==> src/design/bpu_pkg.sv <==
package bpu_pkg;

    // datapath width
    localparam int XLEN = 32;

    // bimodal direction table, indexed by pc[9:1]
    localparam int BM_ENTRIES = 512;
    localparam int BM_INDEX_W = 9;

    // branch target buffer, indexed by pc[9:2], tagged by pc[31:10]
    localparam int BTB_ENTRIES = 256;
    localparam int BTB_INDEX_W = 8;
    localparam int BTB_TAG_W   = 22;

    // return address stack; one extra pointer bit so that 64 means full
    localparam int RAS_DEPTH = 64;
    localparam int RAS_PTR_W = 7;

    localparam logic [1:0] CTR_WEAK_NT = 2'b01; // weakly not-taken

    // rv32 control-transfer opcodes
    localparam logic [6:0] OP_BRANCH = 7'b1100011;
    localparam logic [6:0] OP_JAL    = 7'b1101111;
    localparam logic [6:0] OP_JALR   = 7'b1100111;

    // link registers for call / return detection
    localparam logic [4:0] REG_RA = 5'd1;
    localparam logic [4:0] REG_T0 = 5'd5;

    // conditional branch layout
    typedef struct packed {
        logic       imm12;
        logic [5:0] imm10_5;
        logic [4:0] rs2;
        logic [4:0] rs1;
        logic [2:0] funct3;
        logic [3:0] imm4_1;
        logic       imm11;
        logic [6:0] opcode;
    } b_fmt_t;

    // jal layout, rd also sits here for jalr
    typedef struct packed {
        logic       imm20;
        logic [9:0] imm10_1;
        logic       imm11;
        logic [7:0] imm19_12;
        logic [4:0] rd;
        logic [6:0] opcode;
    } j_fmt_t;

    // same word, immediates scattered differently per format
    typedef union packed {
        b_fmt_t b;
        j_fmt_t j;
    } inst_word_u;

endpackage
==> src/design/bimodal_table.sv <==
`timescale 1ns/1ps

module bimodal_table (
    input  logic                     clk,
    input  logic                     rst,
    input  logic [bpu_pkg::XLEN-1:0] if_pc_i,
    input  logic                     ex_valid_i,
    input  logic                     ex_taken_i,
    input  logic [bpu_pkg::XLEN-1:0] ex_pc_i,
    output logic                     pred_taken_o
);
    import bpu_pkg::*;

    logic [1:0]            ctr_q [BM_ENTRIES];
    logic [BM_INDEX_W-1:0] rd_idx;
    logic [BM_INDEX_W-1:0] wr_idx;
    logic [1:0]            wr_ctr;

    // halfword aligned index, pc[9:1]
    assign rd_idx = if_pc_i[BM_INDEX_W:1];
    assign wr_idx = ex_pc_i[BM_INDEX_W:1];
    assign wr_ctr = ctr_q[wr_idx];

    assign pred_taken_o = ctr_q[rd_idx][1]; // msb gives direction

    always_ff @(posedge clk or posedge rst) begin
        if (rst) begin
            for (int i = 0; i < BM_ENTRIES; i++) begin
                ctr_q[i] <= CTR_WEAK_NT;
            end
        end else if (ex_valid_i) begin
            if (ex_taken_i) begin
                if (wr_ctr != 2'b11) begin
                    ctr_q[wr_idx] <= wr_ctr + 2'd1;
                end
            end else begin
                if (wr_ctr != 2'b00) begin
                    ctr_q[wr_idx] <= wr_ctr - 2'd1;
                end
            end
        end
    end

endmodule

==> config.mk <==
export PLATFORM = sky130hd
export DESIGN_NAME = bimodal_table
export DESIGN_NICKNAME = d
export VERILOG_FILES = /design/src/design/bpu_pkg.sv /design/src/design/bimodal_table.sv
export SDC_FILE = /design/constraint.sdc
export NUM_CORES = 2
export LEC_CHECK = 0
export BUFFER_PORTS_ARGS = -buffer_cell sky130_fd_sc_hd__buf_2
export CELL_PAD_IN_SITES_DETAIL_PLACEMENT = 1
export CELL_PAD_IN_SITES_GLOBAL_PLACEMENT = 2
export CORE_MARGIN = 5
export CORE_UTILIZATION = 50
export CTS_BUF_LIST = sky130_fd_sc_hd__clkbuf_8
export DETAILED_ROUTE_END_ITERATION = 12
export PLACE_DENSITY_LB_ADDON = 0.1
export SYNTH_ARGS = -nofsm -noshare
export SYNTH_HDL_FRONTEND = slang
export SYNTH_SLANG_ARGS = --single-unit
==> constraint.sdc <==
create_clock -name clk -period 54.9 [get_ports clk]
set_clock_uncertainty 0.05 [all_clocks]
set_input_delay 5.49 -clock clk [delete_from_list [all_inputs] [get_ports clk]]
set_output_delay 5.49 -clock clk [all_outputs]
set_load 0.01 [all_outputs]
### After elaboration in Yosys (flattened, before gate mapping)

Index checks and enable logic that the tools add are counted.
Widths: inputs -> output; s select.

* register bits after elaboration: 1024
* bits in latches: 0
* memory bits (writable): 0
* memory bits (read-only): 0
* input port bits: 68
* output and inout port bits: 1
* word-level logic and storage cells: 538
* memories: 0

* add/sub/neg operators: 2
* multiply operators: 0
* divide/modulo/power cells: 0
* order comparisons: 3
* equal/unequal tests: 2
* shifts and indexed selects: 0
* multiplexer cells: 13
* bitwise operators: 2
* reductions and logical operators: 4

Operator list (count)
* $mux 1024: 3
* $bwmux 1024: 2
* $bmux 2 s9: 2
* $ge 10x10->1 const B: 2
* $not 9->10: 2
* $demux 2 s9: 1
* $lt 10x1->1 const B: 1
* $mux 2: 5
* $reduce_bool 2->1: 2
* $reduce_and 3->1: 1
* $add 2x1->2 const B: 1
* $ne 2x1->1 const B: 1
* $ne 2x2->1 const B: 1
* $sub 2x1->2 const B: 1
* $logic_and 1x1->1: 1

### Longest topological paths before layout

* word-level depth: 8
* gate-level depth with buffers: 24
* mapped depth without buffers: 15

### Least setup slack after synthesis

OpenSTA, ideal clock, no wires.

* kind: in2out
* from: in if_pc_i[1] (netlist bit)
* to: out pred_taken_o
* data arrival time: 7.715 ns
* data required time: 49.360 ns
* setup slack: 41.645 ns
* stages: 11
* buffers on the path: 4
* path through: buf_2 -> buf_2 -> buf_2 -> buf_2 -> mux2i_1 -> o221ai_1 -> o22ai_1 -> o211ai_1 -> o31ai_1 -> a2111o_1 -> nand4_1

* cells in the longest elaborated chain, start to end: 4

Ends and longest elaborated chain
* from (decl): RTL line bimodal_table.sv:6 `input logic [bpu_pkg::XLEN-1:0] if_pc_i,`
* $not 9->10 (not written as such): RTL line bimodal_table.sv:24 `assign pred_taken_o = ctr_q[rd_idx][1];`
* $bmux 2 s9: RTL line bimodal_table.sv:24
* $mux 2 (not written as such) (2 in a row): RTL line bimodal_table.sv:24
* to (decl): RTL line bimodal_table.sv:10 `output logic pred_taken_o`

Every way passes these cells. The select of a mux whose other input is x is not followed.

### Worst setup path after layout

Same ends and word-level chain as after synthesis.

==> results.rst <==
.. list-table::
   :header-rows: 1

   * - Metric
     - Value
   * - Fraction of post-synthesis cell area in the top cell type by area
     - 25.7%
   * - Die footprint
     - 0.111 mm²
   * - Worst path top cell family by delay
     - buffers and inverters
   * - Delay contributed by the slowest stage of the critical path
     - 840 ps
   * - Setup-failing EPs final
     - 0
   * - Grt ovf
     - 0
   * - Number of core rows
     - 118
   * - Routed wire length
     - 176 mm
   * - Slew at the pin closest to its max-slew limit
     - 1420 ps
   * - Min cycle time layout
     - 16150 ps
   * - Sum of internal, switching and leakage power
     - 0.00168 W
   * - Power share of the sequential group
     - 47.9%
   * - Iter 0 DRT Violations
     - 2692
   * - Cell count of the worst reg-to-reg path
     - 16
   * - LEAKAGE
     - 23.4 nW
   * - Number of synthesized flops with an enable pin
     - 0
   * - Path type of the worst min-delay path
     - flop to flop
   * - Share of post-route cells with drive strength above 1
     - 39.5%
   * - Sequential share of the synthesized area
     - 50.2%
   * - Initial core utilization
     - 50.4%
   * - Clock Power Share
     - 42.6%
   * - Total of hold buffers inserted after clock tree synthesis
     - 0
   * - Worst VDD drop
     - 19.7 µV
   * - Critical path endpoint category
     - output port
   * - Final count of hold timing violations
     - 0
   * - Number of distinct library cells after synthesis
     - 63
   * - Combinational share of power
     - 9.5%
   * - Leading cell type in the layout, fill and taps excluded
     - sky130_fd_sc_hd__nand2_1
   * - Number of H-tree levels
     - 4
   * - Maximum number of pins on one net before global-route repair
     - 176
   * - Total clock buffers created by CTS
     - 180
   * - Via count
     - 36958
   * - Pre-CTS worst setup slack
     - 38700 ps
   * - Synth-to-layout area growth
     - 9.50%
   * - Critical path required time
     - 49360 ps
   * - Instance count along the most critical hold path
     - 2
   * - Global-route wire length before repair
     - 265 mm
   * - Final critical-path setup slack
     - 38750 ps
   * - Width of the die
     - 333 µm
   * - Die Height
     - 333 µm
   * - Most prevalent standard cell on the critical path
     - sky130_fd_sc_hd__buf_4
   * - Synth async-reset ratio
     - 100%
   * - Clock transition at the registers of the reported paths
     - 50 ps
   * - Remaining antenna violation count after routing
     - 0
   * - Commonest cells after routing, fill and taps aside
     - sky130_fd_sc_hd__nand2_1, sky130_fd_sc_hd__dfstp_2, sky130_fd_sc_hd__dfrtp_1
   * - Largest fanout of any net on the critical path
     - 46
   * - Crit Path Class
     - input port to output port
   * - Number of nets at the end of the flow
     - 4367
   * - Global Route Usage Sum
     - 31.7%
   * - Switching component of the power
     - 0.000459 W
   * - Total DRC errors in the routed layout
     - 0
   * - Post-CTS setup buffers
     - 0
   * - Outcome
     - finished, final reports clean
   * - Number of global-route vias before repair
     - 39432
   * - Final routed wire length divided by cell count
     - 30.2 µm
   * - Max Transition Viols Final
     - 0
   * - Post-route fraction of the period consumed by the critical path
     - 29.4%
   * - Worst reg2reg setup slack
     - 48000 ps
   * - Avg Vias per Cell
     - 6.33
   * - Standard cell with the maximum stage delay on the critical path
     - sky130_fd_sc_hd__buf_4
   * - Number of instances in the synthesized netlist
     - 4324
   * - Number of I/O pins
     - 69
   * - Max-cap violation count
     - 0
   * - Pwr dens
     - 29.4 mW/mm²
   * - Flop and latch count out of synthesis
     - 1024
   * - Tightest slew margin relative to the limit
     - 3.67%
   * - Most area-consuming cells after synthesis
     - sky130_fd_sc_hd__dfstp_2, sky130_fd_sc_hd__dfrtp_1, sky130_fd_sc_hd__mux4_2, sky130_fd_sc_hd__mux2_2, sky130_fd_sc_hd__nand2_1
   * - Clock Latency Late Sink
     - 890 ps
   * - Main flop type after synthesis
     - sky130_fd_sc_hd__dfstp_2
   * - Cell Chain, Critical Path
     - buf_8 -> buf_4 -> buf_4 -> buf_4 -> mux4_2 -> a21oi_1 -> nor4_1 -> nor4_1 -> a211o_1 -> nand4_1 -> buf_2
   * - Final HPWL DP
     - 109 mm
   * - Post-Route Setup TNS
     - 0 ps
   * - Clock Root Buffer
     - sky130_fd_sc_hd__clkbuf_8
   * - Avg Inst Size Synth
     - 12.1 µm²
   * - Input/output buffers
     - 22
   * - Area of the mapped netlist
     - 0.0523 mm²
   * - Largest area contributor in the synthesized netlist
     - sky130_fd_sc_hd__dfstp_2
   * - Nature of the critical path startpoint
     - input port
   * - Net Sw Frac
     - 27.3%
   * - Clock net sink count
     - 1024
   * - Fmax
     - 61.9 MHz
   * - Arrival time of data at the critical path endpoint
     - 10610 ps
   * - Synthesized net count
     - 4394
   * - Combined buffer and inverter count along the critical path
     - 5
   * - Core Footprint
     - 0.104 mm²
   * - Detailed-routing iteration count for the pre-antenna-repair pass
     - 5
   * - Fill cell instance count of the final layout
     - 10454
   * - Warnings from Yosys
     - 0
   * - Longest Clk Path Bufs
     - 3
   * - Routability cong.
     - 0.855
   * - CTS tree
     - yes
   * - Number of instances resized during post-cts repair
     - 0
   * - RSZ-0062 raised after global routing
     - no
   * - Number of antenna violations at the first check in global routing
     - 7
   * - Pint
     - 0.00122 W
-- synth_stat cells, types with 3 or more instances --
master and instances:
sky130_fd_sc_hd__nand2b_1 5, sky130_fd_sc_hd__o221ai_1 58, sky130_fd_sc_hd__buf_2 86, sky130_fd_sc_hd__nand4_1 11, sky130_fd_sc_hd__buf_6 8, sky130_fd_sc_hd__mux2_1 62
sky130_fd_sc_hd__buf_4 10, sky130_fd_sc_hd__o211ai_1 9, sky130_fd_sc_hd__mux4_2 365, sky130_fd_sc_hd__clkbuf_1 190, sky130_fd_sc_hd__o21ai_1 93, sky130_fd_sc_hd__a21oi_1 48
sky130_fd_sc_hd__o21ai_0 403, sky130_fd_sc_hd__and2_1 3, sky130_fd_sc_hd__nand2_1 816, sky130_fd_sc_hd__nor4_1 5, sky130_fd_sc_hd__o22ai_1 33, sky130_fd_sc_hd__o2111ai_1 4
sky130_fd_sc_hd__dfstp_2 512, sky130_fd_sc_hd__nor2b_1 8, sky130_fd_sc_hd__or3b_2 3, sky130_fd_sc_hd__or3_1 4, sky130_fd_sc_hd__a2111o_1 3, sky130_fd_sc_hd__and3_1 4
sky130_fd_sc_hd__a22oi_1 17, sky130_fd_sc_hd__dfrtp_1 512, sky130_fd_sc_hd__a211oi_1 5, sky130_fd_sc_hd__nor2_1 318, sky130_fd_sc_hd__buf_1 23, sky130_fd_sc_hd__nand3b_1 4
sky130_fd_sc_hd__nand3_1 12, sky130_fd_sc_hd__mux2i_1 150, sky130_fd_sc_hd__inv_1 8, sky130_fd_sc_hd__a22o_1 3, sky130_fd_sc_hd__mux2_2 485, sky130_fd_sc_hd__nor3_1 8
sky130_fd_sc_hd__nor3b_1 4
-- how the worst max path moves through the flow --
stage	start	to	slack, ps	depth (start not counted)
5_1_grt	if_pc_i[1]	pred_taken_o	38470	11
6_report	if_pc_i[1]	pred_taken_o	38750	11
3_3_place_gp	if_pc_i[1]	pred_taken_o	38760	11
2_1_floorplan	rst	ctr_q[1001]$_DFFE_PP0P_	21390	1
3_5_place_dp	if_pc_i[1]	pred_taken_o	38700	11
4_1_cts	if_pc_i[1]	pred_taken_o	38710	11
-- stage by stage --
stage	instance area [µm²]	utilization (%)	cells	hold slack, ps
2_1_floorplan	52300	-	4324	392
3_3_place_gp	53600	51.7	5495	399
3_5_place_dp	53600	51.7	5495	405
4_1_cts	57300	55.2	5830	414
5_1_grt	57300	55.2	5831	420
6_report	57300	55.2	5834	411
-- area by class of cell --
type / count / area (µm²) / share of cell area (%)
diodes: 4 / 10.0 / 0.0175
clock buffers: 232 / 3190 / 5.57
clock inverters: 103 / 447 / 0.780
inverters: 11 / 51.3 / 0.0896
multi-input cells: 2972 / 24700 / 43.2
flip-flops and latches: 1024 / 26300 / 45.9
well taps: 1380 / 1730 / 3.01
repair buffers: 108 / 843 / 1.47
-- tightest hold or removal path, delay by kind of cell (launching register included) --
kind / cells / cell delay [ps]
flip-flops: 1 / 360
AO/OA/AOI/OAI: 1 / 50
AND/OR/NAND/NOR: 1 / 40
-- kinds of logic after synthesis --
| kind of cell | synth area share, % |
|---|---|
| AND/OR/NAND/NOR | 9.07 |
| flip-flops | 50.2 |
| buffers and inverters | 2.75 |
| XOR/XNOR | 0.0335 |
| AO/OA/AOI/OAI | 7.53 |
| multiplexers | 30.4 |
| adder cells (fa/ha/maj) | 0.0478 |
-- metal layers --
layer	routed length (µm)	vias up	track usage, %	part of all wire (%)
li1	-	15734	-	-
met3	12500	366	6.41	7.1
met2	81300	1203	49.9	46
met1	75800	19651	44.6	43
met5	26	-	0	0.015
met4	6250	4	11.0	3.6
-- power by group through the flow --
| stage | Sequential (W) | Clock, W | Combinational (W) |
|---|---|---|---|
| CTS | 0.000805 | 0.000730 | 0.000160 |
| global route | 0.000808 | 0.000768 | 0.000170 |
| detailed placement | 0.000817 | 0 | 0.000160 |
| finish | 0.000806 | 0.000716 | 0.000160 |
| global placement | 0.000816 | 0 | 0.000157 |
| floorplan | 0.000811 | 0 | 0.000106 |
Power figures use the tool's default switching activity.
