[config.mk]
export PLATFORM = sky130hd
export DESIGN_NAME = ras
export DESIGN_NICKNAME = d
export VERILOG_FILES = /design/src/design/bpu_pkg.sv /design/src/design/ras.sv
export SDC_FILE = /design/constraint.sdc
export NUM_CORES = 2
export LEC_CHECK = 0
export BUFFER_PORTS_ARGS = -buffer_cell sky130_fd_sc_hd__buf_2
export CORE_ASPECT_RATIO = 0.75
export CORE_MARGIN = 2
export CORE_UTILIZATION = 63
export DETAILED_ROUTE_END_ITERATION = 10
export GPL_TIMING_DRIVEN = 0
export PLACE_DENSITY_LB_ADDON = 0.25
export SETUP_SLACK_MARGIN = 0.2
export SKIP_LAST_GASP = 1
export SYNTH_ARGS = -nofsm -noshare
export SYNTH_HDL_FRONTEND = slang
export SYNTH_SLANG_ARGS = --single-unit
[constraint.sdc]
create_clock -name clk -period 7 [get_ports clk]
set_input_delay 0.7 -clock clk [delete_from_list [all_inputs] [get_ports clk]]
set_output_delay 0.7 -clock clk [all_outputs]
set_load 0.005 [all_outputs]
[src/design/bpu_pkg.sv]
package bpu_pkg;

    // datapath width
    localparam int XLEN = 32;

    // bimodal direction table, indexed by pc[9:1]
    localparam int BM_ENTRIES = 512;
    localparam int BM_INDEX_W = 9;

    // branch target buffer, indexed by pc[9:2], tagged by pc[31:10]
    localparam int BTB_ENTRIES = 256;
    localparam int BTB_INDEX_W = 8;
    localparam int BTB_TAG_W   = 22;

    // return address stack; one extra pointer bit so that 64 means full
    localparam int RAS_DEPTH = 64;
    localparam int RAS_PTR_W = 7;

    localparam logic [1:0] CTR_WEAK_NT = 2'b01; // weakly not-taken

    // rv32 control-transfer opcodes
    localparam logic [6:0] OP_BRANCH = 7'b1100011;
    localparam logic [6:0] OP_JAL    = 7'b1101111;
    localparam logic [6:0] OP_JALR   = 7'b1100111;

    // link registers for call / return detection
    localparam logic [4:0] REG_RA = 5'd1;
    localparam logic [4:0] REG_T0 = 5'd5;

    // conditional branch layout
    typedef struct packed {
        logic       imm12;
        logic [5:0] imm10_5;
        logic [4:0] rs2;
        logic [4:0] rs1;
        logic [2:0] funct3;
        logic [3:0] imm4_1;
        logic       imm11;
        logic [6:0] opcode;
    } b_fmt_t;

    // jal layout, rd also sits here for jalr
    typedef struct packed {
        logic       imm20;
        logic [9:0] imm10_1;
        logic       imm11;
        logic [7:0] imm19_12;
        logic [4:0] rd;
        logic [6:0] opcode;
    } j_fmt_t;

    // same word, immediates scattered differently per format
    typedef union packed {
        b_fmt_t b;
        j_fmt_t j;
    } inst_word_u;

endpackage
[src/design/ras.sv]
`timescale 1ns/1ps

module ras (
    input  logic                     clk,
    input  logic                     rst,
    input  logic                     ex_valid_i,
    input  logic                     ex_taken_i,
    input  logic                     ex_is_ret_i,
    input  logic                     ex_stall_i,
    input  logic                     id_push_i,
    input  logic [bpu_pkg::XLEN-1:0] id_push_addr_i,
    input  logic                     id_stall_i,
    output logic                     top_valid_o,
    output logic [bpu_pkg::XLEN-1:0] top_addr_o
);
    import bpu_pkg::*;

    localparam int IDX_W = RAS_PTR_W - 1;

    logic [XLEN-1:0]      stack_q [RAS_DEPTH];
    logic [RAS_PTR_W-1:0] ptr_q;      // next free slot
    logic [RAS_PTR_W-1:0] ptr_pop;    // pointer after this cycle's pop
    logic [RAS_PTR_W-1:0] ptr_d;
    logic [RAS_PTR_W-1:0] top_ptr;
    logic                 do_pop;
    logic                 do_push;
    logic                 full_after_pop;

    // taken return resolved in execute
    assign do_pop = ex_valid_i && ex_taken_i && ex_is_ret_i && !ex_stall_i
                    && (ptr_q != '0);
    assign ptr_pop = do_pop ? ptr_q - 1'b1 : ptr_q;

    assign full_after_pop = (ptr_pop == RAS_PTR_W'(RAS_DEPTH));

    // call seen in decode, dropped when full
    assign do_push = id_push_i && !id_stall_i && !ex_stall_i && !full_after_pop;
    assign ptr_d   = do_push ? ptr_pop + 1'b1 : ptr_pop;

    always_ff @(posedge clk or posedge rst) begin
        if (rst) begin
            ptr_q <= '0;
        end else begin
            ptr_q <= ptr_d;
        end
    end

    // push lands on the slot freed by a same-cycle pop
    always_ff @(posedge clk) begin
        if (do_push) begin
            stack_q[ptr_pop[IDX_W-1:0]] <= id_push_addr_i;
        end
    end

    assign top_ptr = ptr_q - 1'b1; // wraps at empty, masked by valid

    // a call in decode this cycle shadows the stored top
    assign top_valid_o = id_push_i || (ptr_q != '0);
    assign top_addr_o  = id_push_i ? id_push_addr_i : stack_q[top_ptr[IDX_W-1:0]];

    // pop and push guards together keep the pointer in range
    assert property (@(posedge clk) disable iff (rst) ptr_q <= RAS_PTR_W'(RAS_DEPTH))
        else $error("ras: pointer beyond stack depth");

endmodule

# After elaboration in Yosys (flattened, before gate mapping)
# Memory sizes are Yosys's and may differ from the RTL's.
# Cells that the tools add are included.
# totals
reg_bits,7
mem_bits_rw,2048
input_bits,40
out_inout_bits,33
wordCells,22
memories,1
# memory_table
name,words,word_bits,rd,rd_clocked_by_memory_dff,wr,line_no,rtl
stack_q,64,32,1,0,1,ras.sv:20,logic [XLEN-1:0] stack_q [RAS_DEPTH];
# op_classes
add_sub_neg,2
eq_ne,1
n_mux,5
n_reduce_logical,12
# op_table
operator,count
32-bit two-way mux,1
7-bit two-way mux,2
7-bit by 1-bit adder with 7-bit output (second input constant),1
7-bit equality test (second input constant),1
1-bit logical AND,7
7-bit nonzero test,1
7-bit by 1-bit subtractor with 7-bit output (second input constant),1
1-bit logical NOT,3
1-bit two-way mux,2
1-bit logical OR,1

# Depth between registers and ports, before layout
# logic_depth
word_depth,10
depth_mapped,17
mapped_depth_nobuf,12

# Worst setup path before layout
# Ideal clock, no wire load.
# synth_timing
path_kind,reg-to-reg
from,reg ptr_q[0]
to,"mem stack_q[35][0], enable pin"
setup_ps,468
arrival_ps,5786
required_time_ps,6532
path_slack_ps,746
stages_incl_launch_ff,15
n_path_buf,6
period_less_slack_ps,6254
cell_sequence,dfrtp_1 clkbuf_1 clkbuf_1 buf_2 inv_1 clkbuf_1 clkbuf_1 ha_1 or4b_1 o31ai_2 a21o_1 inv_1 or3_1 buf_2 nor3b_1
# synth_between
elab_chain_len,8
word_cells_on_any_way,9
cone_classes,add/sub: 1; eq/ne: 1; mux: 3; reduce/logical: 4
# synth_lines
element,line_no,rtl
start: declaration,ras.sv:21,logic [RAS_PTR_W-1:0] ptr_q;
start signal: assignment,ras.sv:44,ptr_q <= ptr_d;
"parallel branches: the longest is 2 deep, another holds 7-bit by 1-bit subtractor with 7-bit output",--,
7-bit two-way mux (*),ras.sv:32,assign ptr_pop = do_pop ? ptr_q - 1'b1 : ptr_q;
7-bit equality test,ras.sv:34,assign full_after_pop = (ptr_pop == RAS_PTR_W'(RAS_DEPTH));
1-bit logical NOT,ras.sv:37,assign do_push = id_push_i && !id_stall_i && !ex_stall_i && !full_after_pop;
1-bit logical AND,ras.sv:37,
1-bit two-way mux,ras.sv:50,if (do_push) begin
1-bit two-way mux (implied by the code),ras.sv:51,stack_q[ptr_pop[IDX_W-1:0]] <= id_push_addr_i;
end: declaration,ras.sv:20,
# Mark *: on every way between the ends.

# Worst setup path after layout
# layout_timing
from,reg ptr_q[0]
to,out top_addr_o[10] (netlist bit)
# layout_between
elab_chain_len,3
# layout_lines
element,line_no,rtl
7-bit by 1-bit subtractor with 7-bit output,ras.sv:55,assign top_ptr = ptr_q - 1'b1;
memory read 64 x 32 bit,--,
32-bit two-way mux,ras.sv:59,assign top_addr_o = id_push_i ? id_push_addr_i : stack_q[top_ptr[IDX_W-1:0]];
end: declaration,ras.sv:14,output logic [bpu_pkg::XLEN-1:0] top_addr_o
# No other way between the ends.

==> metrics <==
run status=finished, violations left; failing checks=capacitance limit, slew limit; clock latency at the later pin of the worst-skew pair=0.81 ns; maximum net fanout on the critical path=10; power per cell area=429 nW/µm²; total count of max-transition violations in the final report=9; reg-to-reg critical path startpoint=ptr_q[0]; Max Cap Violations=2; top flip-flop cell by instance count after synthesis=sky130_fd_sc_hd__edfxtp_1; sequential area share after synthesis=0.780; CTS buffer count=183; final hold violation count=0; fraction of layout cells with a size suffix above 1=0.270; GR Util All Layers=0.333; number of top-level design ports=73; CTS tree=yes; routed length per instance=35.9 µm; most common cell after layout, fill and taps aside=sky130_fd_sc_hd__edfxtp_1; via density per instance=7.08; synthesis warning total=0; arrival time at the worst endpoint=6.10 ns; Peak supply drop=0.346 mV; drt first-iter violations=7648; chip height=311 µm; clock tree sinks=2055; data required time of the worst path=between 6 and 7 ns; post-synthesis adder-cell area fraction=0.000474; buffers added on ports=71; parity-gate share of the synthesized area counting xor and xnor cells=0.00166; H-tree levels=4; first-pass GRT wire length=296000 µm; synthesized netlist cell count=3717; Routed WL=211000 µm; type of element launching the critical path=register; DIE WIDTH=413 µm; leftover overflow at the end of global routing=0; number of antenna violations at the first check in global routing=7; root buffer selected by CTS=sky130_fd_sc_hd__clkbuf_16; Critical Path Sink Type=output pin; worst setup slack before clock tree synthesis=-1.56 ns; synthesized net count=3760; number of register bits inferred by synthesis=2055; Max Buffers Root-to-Sink=3; library cell occupying the most area in the post-synthesis netlist=sky130_fd_sc_hd__edfxtp_1; instance area after placement=83600 µm²; count of different cell masters after synthesis=58; Setup CP Type=reg -> out; worst-case hold path end point=stack_q[4][1]; largest family of logic cells by synthesized area=multiplexers; ratio of final minimum period to clock period=0.971; DRC violation count after routing=0; Fin Clk Skew=0.0188 ns; largest net degree at the start of global routing=66; initial core utilization=0.636; area growth from synthesis to layout=13.4%; static leakage=28.2 nW; Final nets=4111; simple-gate share of the synthesized area=0.0377; final period demand of the worst path=about 6.8 ns; final standard cell utilization of the core=0.721; final total power=between 30 and 40 mW; transition time at the pin with the least slew margin=1.51 ns; commonest non-fill, non-tap cells in the layout=2048 x sky130_fd_sc_hd__edfxtp_1, 511 x sky130_fd_sc_hd__mux4_2, 363 x sky130_fd_sc_hd__nand2_1; number of placed cells counting well taps=between 5000 and 6000; start point of the worst hold path=id_push_addr_i[1]; Final HPWL DP=132000 µm; worst hold-check path type=in -> reg; total core area=approximately 120000 µm²; post-route cell area=89800 µm²; WHS Path Cells=1; vias in the first global route=39830; top cell type's share of synthesized area=0.777; Reg-to-Reg End=stack_q[16][15]; worst path setup slack after routing=0.203 ns; Detail Route Antenna Nets=0; worst setup slack for register-to-register paths=around 0.73 ns; Reg2Reg Depth=16; fmax=0.147 GHz; die footprint=128000 µm²; Compound-Gate Fraction of Synth Area=0.0151; top cells by area in the synthesized netlist=sky130_fd_sc_hd__edfxtp_1 78%, sky130_fd_sc_hd__mux4_2 15%, sky130_fd_sc_hd__nand2_1 1.7%; Routability Congestion=1.01; vias after detailed routing=41525; share of cell area taken by muxes after synthesis=0.154; total of endpoints with negative setup slack in the final report=0; row count=112; clock input transition at the sequential cells of the worst setup and hold paths=0.07 ns; cell area after technology mapping=79100 µm²; slew margin rel.=-0.00913; non-filler instance count after layout=5863; drt pass-1 iters=6; setup repair after global routing missed its margin=false; number of enable flip-flop cells after synthesis=2048; Avg Inst Size Synth=approximately 21 µm²; share of flip-flops with an asynchronous set or reset after synthesis=0.00341
## cell families (layout without fill, tap and decap cells)
kind of cell,after synthesis,in the layout
flip-flops,2055,2055
AND/OR/NAND/NOR,674,674
multiplexers,579,579
buffers and inverters,226,717
AO/OA/AOI/OAI,165,165
XOR/XNOR,15,15
adder cells (fa/ha/maj),3,3
other,0,2
## area by class of cell
class / instances / area [µm²]
buffer: 214 / 1020
fill: 7004 / 34700
clock inverter: 82 / 564
clock buffer: 243 / 4930
multi-input combinational: 1436 / 17300
inverter: 11 / 41.3
sequential: 2055 / 61700
timing repair buffer: 167 / 2140
tap: 1653 / 2070
antenna: 2 / 5.00
## worst max path at each step
stage,start,slack (ns),to
2_1_floorplan,ptr_q[0],0.75,stack_q[35][0]
3_3_place_gp,ptr_q[0],-3.81,stack_q[37][17]
3_5_place_dp,ptr_q[0],-1.56,top_addr_o[24]
4_1_cts,ptr_q[0],0.21,top_addr_o[22]
5_1_grt,ptr_q[0],0.19,top_addr_o[1]
6_report,ptr_q[0],0.20,top_addr_o[10]
## power breakdown
| part | internal [mW] | leakage [nW] | switching [mW] |
|---|---|---|---|
| registers | 13.7 | 18.5 | 0.0521 |
| clock network | 5.21 | 2.68 | 4.30 |
| logic | 5.52 | 6.99 | 9.73 |
| total | 24.4 | 28.2 | 14.1 |
## critical path: stages (launching register included)
cell	delay (ns)
sky130_fd_sc_hd__dfrtp_1	0.32
sky130_fd_sc_hd__clkbuf_1	0.27
sky130_fd_sc_hd__buf_6	0.28
sky130_fd_sc_hd__buf_4	0.30
sky130_fd_sc_hd__inv_1	0.20
sky130_fd_sc_hd__clkbuf_2	0.28
sky130_fd_sc_hd__clkbuf_2	0.28
sky130_fd_sc_hd__ha_1	0.33
sky130_fd_sc_hd__clkbuf_1	0.26
sky130_fd_sc_hd__clkbuf_4	0.38
sky130_fd_sc_hd__clkbuf_2	0.39
sky130_fd_sc_hd__mux4_2	0.37
sky130_fd_sc_hd__a221oi_1	0.45
sky130_fd_sc_hd__o21ai_1	0.32
sky130_fd_sc_hd__nand3_1	0.36
sky130_fd_sc_hd__nand3_1	0.24
sky130_fd_sc_hd__buf_2	0.19
## cells in the mapped netlist, types with 2 or more instances
library cell               instances
sky130_fd_sc_hd__a21o_1            2
sky130_fd_sc_hd__a21oi_1           4
sky130_fd_sc_hd__a221oi_1         32
sky130_fd_sc_hd__a31oi_1          36
sky130_fd_sc_hd__a32oi_1          31
sky130_fd_sc_hd__and3_1            2
sky130_fd_sc_hd__buf_1            40
sky130_fd_sc_hd__buf_2            41
sky130_fd_sc_hd__clkbuf_1        134
sky130_fd_sc_hd__dfrtp_1           7
sky130_fd_sc_hd__edfxtp_1       2048
sky130_fd_sc_hd__ha_1              3
sky130_fd_sc_hd__inv_1            10
sky130_fd_sc_hd__mux2_2            3
sky130_fd_sc_hd__mux2i_1          64
sky130_fd_sc_hd__mux4_2          511
sky130_fd_sc_hd__nand2_1         363
sky130_fd_sc_hd__nand2b_1          3
sky130_fd_sc_hd__nand3_1         164
sky130_fd_sc_hd__nand3b_1          2
sky130_fd_sc_hd__nand4_1          34
sky130_fd_sc_hd__nor2_1           61
sky130_fd_sc_hd__nor2b_1           2
sky130_fd_sc_hd__nor3_1           12
sky130_fd_sc_hd__nor3b_1           9
sky130_fd_sc_hd__nor4_1            2
sky130_fd_sc_hd__o211ai_1          2
sky130_fd_sc_hd__o21ai_0          38
sky130_fd_sc_hd__o22a_1            2
sky130_fd_sc_hd__o22ai_1           2
sky130_fd_sc_hd__o31ai_1           5
sky130_fd_sc_hd__or3_1             8
sky130_fd_sc_hd__or4_1             2
sky130_fd_sc_hd__xnor2_1           8
sky130_fd_sc_hd__xor2_1            7
## metal layers
metal  vias up  wire (µm)  track usage
li1      16200          -            -
met1     21480      77100        0.506
met2      3452      90700        0.450
met3       389      35000        0.129
met4         4       7810        0.115
met5         -         21            0
## metrics by stage
step	TNS (ns)	hold WS (ns)
final	0	0.366
after global routing	0	0.364
after CTS	0	0.411
after detailed placement	-272.19	0.707
after global placement	-3024.57	0.705
after floorplan	0	0.503
## what timing repair did
item / 4_1_cts / 5_1_grt
hold endpoints to repair: 7 / 0
pin swaps: 1 / 3
buffers inserted: 3 / 0
setup endpoints to repair: 762 / 32
gates resized for setup: 122 / 66
hold buffers: 1 / 0
## sequential cells by signal, indices dropped and copies added, names as in the netlist
name / count
ptr_q: 7
stack_q: 2048
No activity file was read; power rests on OpenSTA's default activity.
