[config.mk]
export PLATFORM = sky130hd
export DESIGN_NAME = inst_decode
export DESIGN_NICKNAME = d
export VERILOG_FILES = /design/src/design/bpu_pkg.sv /design/src/design/inst_decode.sv
export SDC_FILE = /design/constraint.sdc
export NUM_CORES = 1
export LEC_CHECK = 0
export BUFFER_PORTS_ARGS = -buffer_cell sky130_fd_sc_hd__buf_2
export CORE_MARGIN = 2
export CORE_UTILIZATION = 32
export DETAILED_ROUTE_END_ITERATION = 6
export GPL_ROUTABILITY_DRIVEN = 0
export PLACE_DENSITY = 0.95
export SYNTH_ARGS = -nofsm -noshare
export SYNTH_HDL_FRONTEND = slang
export SYNTH_SLANG_ARGS = --single-unit
[constraint.sdc]
create_clock -name vclk -period 1.6
set_clock_uncertainty 0.05 [all_clocks]
set_input_delay 0.16 -clock vclk [all_inputs]
set_output_delay 0.16 -clock vclk [all_outputs]
set_load 0.05 [all_outputs]
[src/design/bpu_pkg.sv]
package bpu_pkg;

    // datapath width
    localparam int XLEN = 32;

    // bimodal direction table, indexed by pc[9:1]
    localparam int BM_ENTRIES = 512;
    localparam int BM_INDEX_W = 9;

    // branch target buffer, indexed by pc[9:2], tagged by pc[31:10]
    localparam int BTB_ENTRIES = 256;
    localparam int BTB_INDEX_W = 8;
    localparam int BTB_TAG_W   = 22;

    // return address stack; one extra pointer bit so that 64 means full
    localparam int RAS_DEPTH = 64;
    localparam int RAS_PTR_W = 7;

    localparam logic [1:0] CTR_WEAK_NT = 2'b01; // weakly not-taken

    // rv32 control-transfer opcodes
    localparam logic [6:0] OP_BRANCH = 7'b1100011;
    localparam logic [6:0] OP_JAL    = 7'b1101111;
    localparam logic [6:0] OP_JALR   = 7'b1100111;

    // link registers for call / return detection
    localparam logic [4:0] REG_RA = 5'd1;
    localparam logic [4:0] REG_T0 = 5'd5;

    // conditional branch layout
    typedef struct packed {
        logic       imm12;
        logic [5:0] imm10_5;
        logic [4:0] rs2;
        logic [4:0] rs1;
        logic [2:0] funct3;
        logic [3:0] imm4_1;
        logic       imm11;
        logic [6:0] opcode;
    } b_fmt_t;

    // jal layout, rd also sits here for jalr
    typedef struct packed {
        logic       imm20;
        logic [9:0] imm10_1;
        logic       imm11;
        logic [7:0] imm19_12;
        logic [4:0] rd;
        logic [6:0] opcode;
    } j_fmt_t;

    // same word, immediates scattered differently per format
    typedef union packed {
        b_fmt_t b;
        j_fmt_t j;
    } inst_word_u;

endpackage
[src/design/inst_decode.sv]
`timescale 1ns/1ps

module inst_decode (
    input  bpu_pkg::inst_word_u        inst_i,
    output logic                       is_branch_o,
    output logic                       is_jal_o,
    output logic                       is_jalr_o,
    output logic                       is_ret_o,
    output logic [bpu_pkg::XLEN-1:0]   b_off_o,
    output logic [bpu_pkg::XLEN-1:0]   j_off_o
);
    import bpu_pkg::*;

    logic       link_rs1;   // rs1 is ra or t0
    logic       imm_zero;   // i-type immediate is zero
    logic [4:0] rd;
    logic [4:0] rs1;

    assign rd  = inst_i.j.rd;
    assign rs1 = inst_i.b.rs1;

    assign is_branch_o = (inst_i.b.opcode == OP_BRANCH);
    assign is_jal_o    = (inst_i.j.opcode == OP_JAL);
    assign is_jalr_o   = (inst_i.j.opcode == OP_JALR);

    // i-type imm[11:0] overlays imm12, imm10_5 and rs2 of the b view
    assign imm_zero = ~inst_i.b.imm12 && (inst_i.b.imm10_5 == 6'd0) && (inst_i.b.rs2 == 5'd0);
    assign link_rs1 = (rs1 == REG_RA) || (rs1 == REG_T0);

    // same return rule for fetch and execute
    assign is_ret_o = is_jalr_o && (rd == 5'd0) && link_rs1 && imm_zero;

    assign b_off_o = {{(XLEN-13){inst_i.b.imm12}},
                      inst_i.b.imm12,
                      inst_i.b.imm11,
                      inst_i.b.imm10_5,
                      inst_i.b.imm4_1,
                      1'b0};

    assign j_off_o = {{(XLEN-21){inst_i.j.imm20}},
                      inst_i.j.imm20,
                      inst_i.j.imm19_12,
                      inst_i.j.imm11,
                      inst_i.j.imm10_1,
                      1'b0};

endmodule

Word-level counts from Yosys, hierarchy flattened
Index checks and enable logic that the tools add are counted.
Widths: inputs -> output; s select.
{"block": "op_classes", "n_reduce_logical": 9, "order_cmp": 0, "mux": 0, "n_shift": 0, "n_addsub": 0, "n_div": 0, "n_eq_ne": 5, "multipliers": 0, "n_bitwise": 1}
{"op": "$eq 7x7->1 const B", "count": 3}
{"op": "$logic_not 5->1", "count": 2}
{"op": "$logic_not 6->1", "count": 1}
{"op": "$eq 5x1->1 const B", "count": 1}
{"op": "$eq 5x3->1 const B", "count": 1}
{"op": "$logic_and 1x1->1", "count": 5}
{"op": "$logic_or 1x1->1", "count": 1}
{"op": "$not 1->1", "count": 1}
{"block": "word_totals", "out_inout_bits": 68, "word_cells": 15, "ff_bits": 0, "ram_bits": 0, "rom_bits": 0, "latchBits": 0, "in_bits": 32, "memories": 0}

Longest topological paths before layout
Gate-level depths: netlist (run 1).
{"block": "depth", "ltp_word": 4, "mapped_depth": 3, "ltp_nobuf": 3}

Worst setup path after synthesis (run 1)
No wires, ideal clock.
{"block": "synth_timing", "kind": "input port to output port", "startpoint": "input port inst_i[4] in the netlist's numbering", "endpoint": "output port is_branch_o", "path_slack_ns": -0.122, "cell_stages": 3, "t_required_ns": 1.390, "arrival_time_ns": 1.512, "n_path_buf": 0, "cell_sequence": "and3b_1 > nand3_1 > nor3_1"}
{"block": "synth_between", "elab_chain_cells": 1}
{"element": "start: declaration", "line": "inst_decode.sv:4", "rtl": "input bpu_pkg::inst_word_u inst_i,"}
{"element": "$eq 7x7->1", "line": "inst_decode.sv:22", "rtl": "assign is_branch_o = (inst_i.b.opcode == OP_BRANCH);"}
{"element": "end: declaration", "line": "inst_decode.sv:5", "rtl": "output logic is_branch_o,"}
Every way passes these cells.

Worst setup path in the final report (run 1)
{"block": "layout_timing", "startpoint": "input port inst_i[29] in the netlist's numbering", "endpoint": "output port is_ret_o"}
{"block": "layout_between", "elab_chain_cells": 4}
{"element": "$logic_not 6->1", "line": "inst_decode.sv:27", "rtl": "assign imm_zero = ~inst_i.b.imm12 && (inst_i.b.imm10_5 == 6'd0) && (inst_i.b.rs2 == 5'd0);"}
{"element": "$logic_and 1x1->1 (2 in a row)", "line": "inst_decode.sv:27"}
{"element": "$logic_and 1x1->1", "line": "inst_decode.sv:31", "rtl": "assign is_ret_o = is_jalr_o && (rd == 5'd0) && link_rs1 && imm_zero;"}
{"element": "end: declaration", "line": "inst_decode.sv:8", "rtl": "output logic is_ret_o,"}
Every way passes these cells.

==> results.md, run 1 <==
* Area occupied by registers at 0 sq um
* Critical path arrival at 1170 ps
* Drt first-iter violations at 3
* Number of antenna violations at the first check in global routing at 0
* Final-report hold violation count at 0
* Average instance area after synthesis at 7.339 sq um
* Most common cell after layout, fill and taps aside: buf_2
* Final wirelength at 1221 um
* VDD IR-drop max at 0.3435 mV
* Vias per cell at 3.889
* Yosys warning count at 0
* Area of the mapped netlist at 601.8 sq um
* Final setup violation count at 0
* Peak Freq at 0.7250 GHz
* Number of input and output port buffers inserted at 90
* Run status: complete, no violations
* Horiz. Die Dim at 47.37 um
* Count of hold buffers inserted by post-cts repair at 0
* First-pass iteration count of the detailed router at 4
* Number of distinct standard cells referenced by the synthesized netlist at 14
* Remaining design rule violation count at 0
* Number of buffers added for setup after CTS at 0
* Ports placed on the boundary at 100
* Static Leak at 0.4052 nW
* Starting utilization of the core area at 34.48%
* Startpoint types: primary input
* Number of fillers in the final layout at 189
* Count of standard-cell rows at 15
* Routed WL per cell at 9.044 um
* Startpoint-to-endpoint class of the critical path: in2out
* Final period utilization at 86.21%
* Wire length of the first global-routing pass at 1221 um
* Final sequential cell count at 0
* Hold slack at 270.0 ps
* CP Data Required Time at 1390 ps
* Diodes inserted at 0
* Final critical path time including I/O delays and setup at 1379 ps
* Count of vias placed by the detailed router at 525
* Vert. Die Dim at 47.37 um
* Gate Count Post-Synth at 82
* Layout cell share with drive strength beyond 1 at 87.27%
* Sequential fraction of the synthesis area at 0%
* MaxCap Viol Count at 0
* Final #Nets at 144
* Setup TNS Final at 0 ps
* Total count of max-transition violations in the final report at 0
* Power density relative to cell area at 684.4 nW/um^2
* HPWL reported at the end of detailed placement at 1144 um
* Hold Path Stages at 0
* Maximum number of pins on one net before global-route repair at 33
* Placeable core region at 1745 sq um
* Overall Global Routing Usage at 7.336%
* DIE AREA at 2243 sq um
* Worst hold path class: in2out
* Area taken by multi-input logic gates at 126.4 sq um
* Setup repair after global routing missed its margin: false
* Worst-path fanout max at 3
* Vias in the first global route at 302
* Clock tree buffer count of the final layout at 0
* Leftover overflow at the end of global routing at 0
* Resized Gates After CTS at 0
* Type of destination of the critical path: output port
* Area growth syn-to-layout at 2.911%
* Count of antenna-violating nets left after detailed routing at 0
## report_power, final
| part | switching (W) | internal, W | leakage (nW) | total (W) |
|---|---|---|---|---|
| clock network | 0 | 0 | 0 | 0 |
| registers | 0 | 0 | 0 | 0 |
| logic | 0.000342 | 0.0000819 | 0.405 | 0.000424 |
| total | 0.000342 | 0.0000819 | 0.405 | 0.000424 |
## cell usage after synthesis
library cell	count	share of area, %
and3b_1	1	1.5
buf_4	64	80
conb_1	1	0.62
inv_1	1	0.62
nand2_1	2	1.2
nand3_1	1	0.83
nand4_1	2	2.1
nor2_1	2	1.2
nor2b_1	1	1.0
nor3_1	2	1.7
nor3_2	1	1.7
nor4_1	1	1.0
nor4_2	2	4.2
nor4b_2	1	2.5
## layout make-up
cell class | instances | area share [%]
inverter | 1 | 0.6061
multi-input combinational | 18 | 20.40
tap | 25 | 5.051
timing repair buffer | 91 | 73.94
## stage by stage
| stage | worst slack, ps | util, % | total power [W] | instance area (sq um) | cells |
|---|---|---|---|---|---|
| 2_1_floorplan | 193.9 | - | 0.0004413 | 610.6 | 83 |
| 6_report | 220.6 | 35.48 | 0.0004239 | 619.3 | 135 |
| 4_1_cts | 177.2 | 35.48 | 0.0004261 | 619.3 | 135 |
| 3_3_place_gp | 213.2 | 35.48 | 0.0004234 | 619.3 | 135 |
| 5_1_grt | 116.2 | 35.48 | 0.0004407 | 619.3 | 135 |
| 3_5_place_dp | 181.0 | 35.48 | 0.0004257 | 619.3 | 135 |
## worst max-delay path, stage by stage
cell and delay, ps:
buf_2 110, nor4_2 300, nand4_1 160, nor3_2 160, buf_2 280
## cells by family after synthesis
logic type | count (synthesis) | synth area share, %
buf+inv | 65 | 80.46
other cells | 1 | 0.6231
simple gates | 16 | 18.92
## layer usage
metal | vias to the layer above | GRT usage [%] | wire length, um
met5 | - | 0 | 0
met2 | 59 | 13.24 | 570
met4 | 0 | 0 | 0
li1 | 252 | - | -
met3 | 0 | 0.3846 | 241
met1 | 214 | 10.11 | 409
## path summary, 6_finish.rpt
kind	start	endpoint	slack, ps
setup / recovery	inst_i[29]	is_ret_o	220
hold / removal	inst_i[13]	j_off_o[13]	270
Power figures use the tool's default switching activity.
==> inputs of run 2 (changes only) <==
Settings changed: ABC_AREA set to 1, CORE_UTILIZATION 32 to 33, PLACE_DENSITY 0.95 to 0.94.
==> run 2 against run 1 <==
Routed wire length is 16% lower; synthesized area is 7.9% higher; sequential cell count is the same; power increased by 1.5%; synthesized cell count grew 21%; first-iteration DRC count down 67%; core utilization is 0.22 points lower; largest power group unchanged; highest routed layer unchanged; via count up 6.5%.
==> results.md, run 2 <==
* Run status: complete, no violations (unchanged)
* First-pass iteration count of the detailed router at 2 (was 4)
* Dominant cell type by area after synthesis: buf_4 (unchanged)
* Critical Path Start: inst_i[8] (was inst_i[29])
* Drt first-iter violations at 1 (was 3)
* Peak Freq at 0.8341 GHz (was 0.7250 GHz)
* DIE AREA at 2339 sq um (was 2243 sq um)
* Vert. Die Dim at 48.36 um (was 47.37 um)
* Leftover overflow at the end of global routing at 0 (unchanged)
* Cell with the largest stage delay on the worst path: buf_2 (was nor4_2)
* Hold path endpoint: j_off_o[13] (unchanged)
* Worst-path fanout max at 2 (was 3)
* Routed WL per cell at 6.669 um (was 9.044 um)
* Share of the core filled with cells in the final layout at 35.26% (was 35.48%)
* Remaining design rule violation count at 0 (unchanged)
* Static Leak at 0.4376 nW (was 0.4052 nW)
* Slowest cell delay on critical path at 250 ps (was 300 ps)
* Cell-by-cell listing of the critical path: buf_2 -> or2_1 -> nor2_1 -> nand2_2 -> nor2_2 -> buf_2 (was buf_2 -> nor4_2 -> nand4_1 -> nor3_2 -> buf_2)
* Most numerous cell in the Yosys netlist: buf_4 (unchanged)
* Power density relative to cell area at 641.5 nW/um^2 (was 684.4 nW/um^2)
* Leading cell types in the layout, fill and taps excluded: 90 x buf_2, 13 x nor2_1, 7 x nand2_1, 4 x inv_1
* Final #Nets at 161 (was 144)
* Clock tree buffer count of the final layout at 0 (unchanged)
* Vias per cell at 3.630 (was 3.889)
* Vias in the first global route at 388 (was 302)
* Final setup violation count at 0 (unchanged)
* Horiz. Die Dim at 48.36 um (was 47.37 um)
* Wire length of the first global-routing pass at 1421 um (was 1221 um)
* Area growth syn-to-layout at 3.275% (was 2.911%)
* Number of distinct standard cells referenced by the synthesized netlist at 13 (was 14)
* Number of antenna violations at the first check in global routing at 0 (unchanged)
* MaxCap Viol Count at 0 (unchanged)
* Crit-path most repeated cell: buf_2 (unchanged)
* Number of input and output port buffers inserted at 90 (unchanged)
* Critical path arrival at 990 ps (was 1170 ps)
* Start point of the worst min-delay path: inst_i[13] (unchanged)
* Yosys warning count at 0 (unchanged)
* Ranking of synthesized cells by instance count: 64 x buf_4, 13 x nor2_1, 7 x nand2_1
* HPWL reported at the end of detailed placement at 953.3 um (was 1144 um)
* Final sequential cell count at 0 (unchanged)
* Starting utilization of the core area at 34.14% (was 34.48%)
* Ports placed on the boundary at 100 (unchanged)
* Placeable core region at 1902 sq um (was 1745 sq um)
* Startpoint-to-endpoint class of the critical path: in2out (unchanged)
* Count of vias placed by the detailed router at 559 (was 525)
* Gate Count Post-Synth at 99 (was 82)
* Setup TNS Final at 0 ps (unchanged)
* Diodes inserted at 0 (unchanged)
* Area occupied by registers at 0 sq um (unchanged)
* Number of buffers added for setup after CTS at 0 (unchanged)
* Final-report hold violation count at 0 (unchanged)
* Most common cell after layout, fill and taps aside: buf_2 (unchanged)
* Type of destination of the critical path: output port (unchanged)
* Sequential fraction of the synthesis area at 0% (unchanged)
* Count of antenna-violating nets left after detailed routing at 0 (unchanged)
* Portion of synthesized cell area occupied by the leading cell type at 73.99% (was 79.83%)
* Final critical path time including I/O delays and setup at 1199 ps (was 1379 ps)
* Count of hold buffers inserted by post-cts repair at 0 (unchanged)
* Setup repair after global routing missed its margin: false (unchanged)
* Final wirelength at 1027 um (was 1221 um)
* Area of the mapped netlist at 649.4 sq um (was 601.8 sq um)
* Average instance area after synthesis at 6.559 sq um (was 7.339 sq um)
* Layout cell share with drive strength beyond 1 at 77.95% (was 87.27%)
* CP Data Required Time at 1390 ps (about the same)
* Top post-synthesis cells by area: buf_4 74%, nor2_1 7.5%, nand2_1 4.0% (was buf_4 80%, nor4_2 4.2%, nor4b_2 2.5%)
* Final period utilization at 74.93% (was 86.21%)
* VDD IR-drop max at 0.3114 mV (was 0.3435 mV)
* Count of standard-cell rows at 16 (was 15)
* Resized Gates After CTS at 0 (unchanged)
* Startpoint types: primary input (unchanged)
* Maximum number of pins on one net before global-route repair at 33 (unchanged)
* Worst hold path class: in2out (unchanged)
* Hold Path Stages at 0 (unchanged)
* Overall Global Routing Usage at 6.966% (was 7.336%)
* Total count of max-transition violations in the final report at 0 (unchanged)
==> run 2: cell count changes in the layout (fill, tap and decap cells not counted), moves of 2 or more <==
cell and change:
nor3_2 -2, nor2_2 +2, nor2_1 +11, inv_1 +3, nand2_2 +2, nand2_1 +5, nand4_1 -2
==> run 2: metrics by stage <==
step                setup WS [ps]  area (sq um)  power (W)  instances  hold slack (ps)
global route                339.5         670.6  0.0004455        154            270.1
floorplan                   209.8         659.4  0.0004510        100            374.6
finish                      401.0         670.6  0.0004302        154            270.0
CTS                         394.3         670.6  0.0004324        154            270.3
detailed placement          398.4         670.6  0.0004320        154            270.3
global placement            400.7         670.6  0.0004298        154            270.3
==> run 2: cell families after synthesis <==
| group | after synthesis | synth area share (%) |
|---|---|---|
| buf+inv | 69 | 76.88 |
| other cells | 1 | 0.5775 |
| simple gates | 29 | 22.54 |
==> run 2: worst max-delay path by stage <==
stage / cells after the start / to / slack [ps]
6_report: 6 / is_ret_o / 400
5_1_grt: 7 / is_ret_o / 340
4_1_cts: 6 / is_ret_o / 390
3_5_place_dp: 6 / is_ret_o / 400
3_3_place_gp: 6 / is_ret_o / 400
2_1_floorplan: 3 / is_branch_o / 210
==> run 2: cell type report <==
class | count | area, sq um
well taps | 27 | 33.78
inverters | 5 | 18.77
fillers | 190 | 1231
multi-input cells | 31 | 160.2
repair buffers | 91 | 457.9
==> run 2: layer usage <==
layer | wire (um) | part of all wire, % | track usage, % | up-vias
met3 | 259 | 25 | 0.9259 | 0
met1 | 303 | 30 | 6.250 | 212
met5 | 0 | 0 | 0 | -
li1 | - | - | - | 285
met2 | 464 | 45 | 15.97 | 62
met4 | 0 | 0 | 0.9524 | 0
==> run 2: worst max-delay path: cells and delay by family <==
| kind | cells | cell delay, ps |
|---|---|---|
| simple gates | 4 | 470 |
| buf+inv | 2 | 350 |
==> run 2: where the power goes <==
| group | leakage, nW | internal, W | switching, W |
|---|---|---|---|
| sequential | 0 | 0 | 0 |
| combinational | 0.438 | 0.0000845 | 0.000346 |
| clock | 0 | 0 | 0 |
==> inputs of run 3 (changes only) <==
Settings changed: CORE_UTILIZATION 33 to 31, PLACE_DENSITY 0.94 to 0.9.
Clock period 1.6 ns to 1.2 ns, I/O delays scaled along.
==> run 3 against run 2 <==
Combinational power up 35%; power up 35%; die area up 5.9%; core utilization down 0.25 points; critical path depth unchanged; sequential cell count unchanged; first-iteration DRC count down 100%; clock-buffer cell count unchanged; sequential share of layout area unchanged; final cell count unchanged; routed wire length up 17%; critical endpoint unchanged; largest cell class unchanged; highest routed layer unchanged.
==> results.md, run 3 (synthesis gave the netlist of run 2 again) <==
* Run status: complete, no violations (unchanged)
* Vert. Die Dim at 49.77 um (was 48.36 um)
* Final wirelength at 1198 um (was 1027 um)
* First-pass iteration count of the detailed router at 1 (was 2)
* Worst-path fanout max at 2 (unchanged)
* Final-report hold violation count at 0 (unchanged)
* Area occupied by registers at 0 sq um (unchanged)
* Vias per cell at 3.799 (was 3.630)
* Leading cell types in the layout, fill and taps excluded: 89 x buf_2, 13 x nor2_1, 7 x nand2_1, 4 x inv_1 (was 90 x buf_2, 13 x nor2_1, 7 x nand2_1, 4 x inv_1)
* Type of destination of the critical path: output port (unchanged)
* Ports placed on the boundary at 100 (unchanged)
* Horiz. Die Dim at 49.77 um (was 48.36 um)
* Count of standard-cell rows at 16 (unchanged)
* Number of input and output port buffers inserted at 90 (unchanged)
* Number of antenna violations at the first check in global routing at 0 (unchanged)
* Start point of the worst min-delay path: inst_i[12] (was inst_i[13])
* MaxCap Viol Count at 0 (unchanged)
* Maximum number of pins on one net before global-route repair at 33 (unchanged)
* Area growth syn-to-layout at 5.780% (was 3.275%)
* Slowest cell delay on critical path at 220 ps (was 250 ps)
* Final #Nets at 161 (unchanged)
* Static Leak at 0.4400 nW (was 0.4376 nW)
* Count of hold buffers inserted by post-cts repair at 0 (unchanged)
* Setup repair after global routing missed its margin: false (unchanged)
* Vias in the first global route at 417 (was 388)
* Total non-filler cell area in the finished layout at 686.9 sq um (was 670.6 sq um)
* Power density relative to cell area at 842.4 nW/um^2 (was 641.5 nW/um^2)
* Drt first-iter violations at 0 (was 1)
* Count of vias placed by the detailed router at 585 (was 559)
* VDD IR-drop max at 0.3542 mV (was 0.3114 mV)
* Count of antenna-violating nets left after detailed routing at 0 (unchanged)
* Most common cell after layout, fill and taps aside: buf_2 (unchanged)
* Diodes inserted at 0 (unchanged)
* CP Data Required Time at 1030 ps (was 1390 ps)
* Final setup violation count at 0 (unchanged)
* Clock tree buffer count of the final layout at 0 (unchanged)
* Total count of max-transition violations in the final report at 0 (unchanged)
* Final period utilization at 91.44%
* Startpoint types: primary input (unchanged)
* Hold Path Stages at 0 (unchanged)
* Post-layout total power at 0.0005787 W (was 0.0004302 W)
* Cell-by-cell listing of the critical path: buf_2 -> or2_1 -> nor2_1 -> nand2_2 -> nor2_4 -> clkbuf_4 (was buf_2 -> or2_1 -> nor2_1 -> nand2_2 -> nor2_2 -> buf_2)
* DIE AREA at 2477 sq um (was 2339 sq um)
* Cell with the largest stage delay on the worst path: clkbuf_4 (was buf_2)
* Starting utilization of the core area at 33.10% (was 34.14%)
* Placeable core region at 1962 sq um (was 1902 sq um)
* Instance area after placement at 684.4 sq um (was 670.6 sq um)
* Remaining design rule violation count at 0 (unchanged)
* Worst setup slack after placement at 55.15 ps (was 398.4 ps)
* Kind of cell adding the most delay to the critical path: simple AND/OR/NAND/NOR gates (unchanged)
* Routed WL per cell at 7.779 um (was 6.669 um)
* Number of fillers in the final layout at 218 (was 190)
* Setup TNS Final at 0 ps (unchanged)
* Buffers & Inverters on Critical Path at 2 (unchanged)
* Leftover overflow at the end of global routing at 0 (unchanged)
* Worst hold path class: in2out (unchanged)
* Peak Freq at 0.9113 GHz
* Final worst slack at 102.7 ps (was 401.0 ps)
* Wire length of the first global-routing pass at 1614 um (was 1421 um)
* Startpoint-to-endpoint class of the critical path: in2out (unchanged)
* HPWL reported at the end of detailed placement at 1115 um (was 953.3 um)
* Critical path arrival at 930 ps (was 990 ps)
* Final sequential cell count at 0 (unchanged)
* Overall Global Routing Usage at 7.702% (was 6.966%)
* Layout cell share with drive strength beyond 1 at 77.95% (unchanged)
* Final critical path time including I/O delays and setup at 1097 ps
* Hold path endpoint: j_off_o[12] (was j_off_o[13])
## run 3: cell count changes in the layout (fill, tap and decap cells not counted)
| cell | delta |
|---|---|
| nor2_2 | -1 |
| buf_2 | -1 |
| nor4_4 | +1 |
| clkbuf_4 | +1 |
| nor2_4 | +1 |
| nor4_2 | -1 |
## run 3: layout make-up
cell class,instances,area (sq um),area share [%]
repair buffers,91,460.4,67.03
multi-input cells,31,173.9,25.32
well taps,27,33.78,4.918
inverters,5,18.77,2.732
## run 3: metal layers
layer	track usage, %	part of all wire, %	wire [um]	vias to the layer above
met5	0	0	0	-
met4	0	0	0	0
met3	1.818	22	264	0
met2	17.78	49	584	65
met1	6.593	29	348	234
li1	-	-	-	286
## run 3: power by group
part	leakage, nW	total, W	internal, W	switching (W)
clock	0	0	0	0
combinational	0.440	0.000579	0.000113	0.000466
sequential	0	0	0	0
## run 3: repair_timing
action / 4_1_cts / 5_1_grt
resized for setup: 0 / 1
setup endpoints to repair: 0 / 1
buffers inserted: 0 / 0
## run 3: per-stage QoR
| stage | hold slack, ps | cells | util (%) |
|---|---|---|---|
| 6_report | 190.0 | 154 | 35.01 |
| 5_1_grt | 190.1 | 154 | 35.01 |
| 4_1_cts | 190.3 | 154 | 34.89 |
| 3_5_place_dp | 190.3 | 154 | 34.89 |
| 3_3_place_gp | 190.3 | 154 | 34.89 |
| 2_1_floorplan | 257.3 | 100 | - |
## run 3: worst max path at each step
stage,from,end,cells after the start
global route,inst_i[8],is_ret_o,6
finish,inst_i[8],is_ret_o,6
global placement,inst_i[8],is_ret_o,6
CTS,inst_i[8],is_ret_o,6
floorplan,inst_i[1],is_ret_o,6
detailed placement,inst_i[8],is_ret_o,6
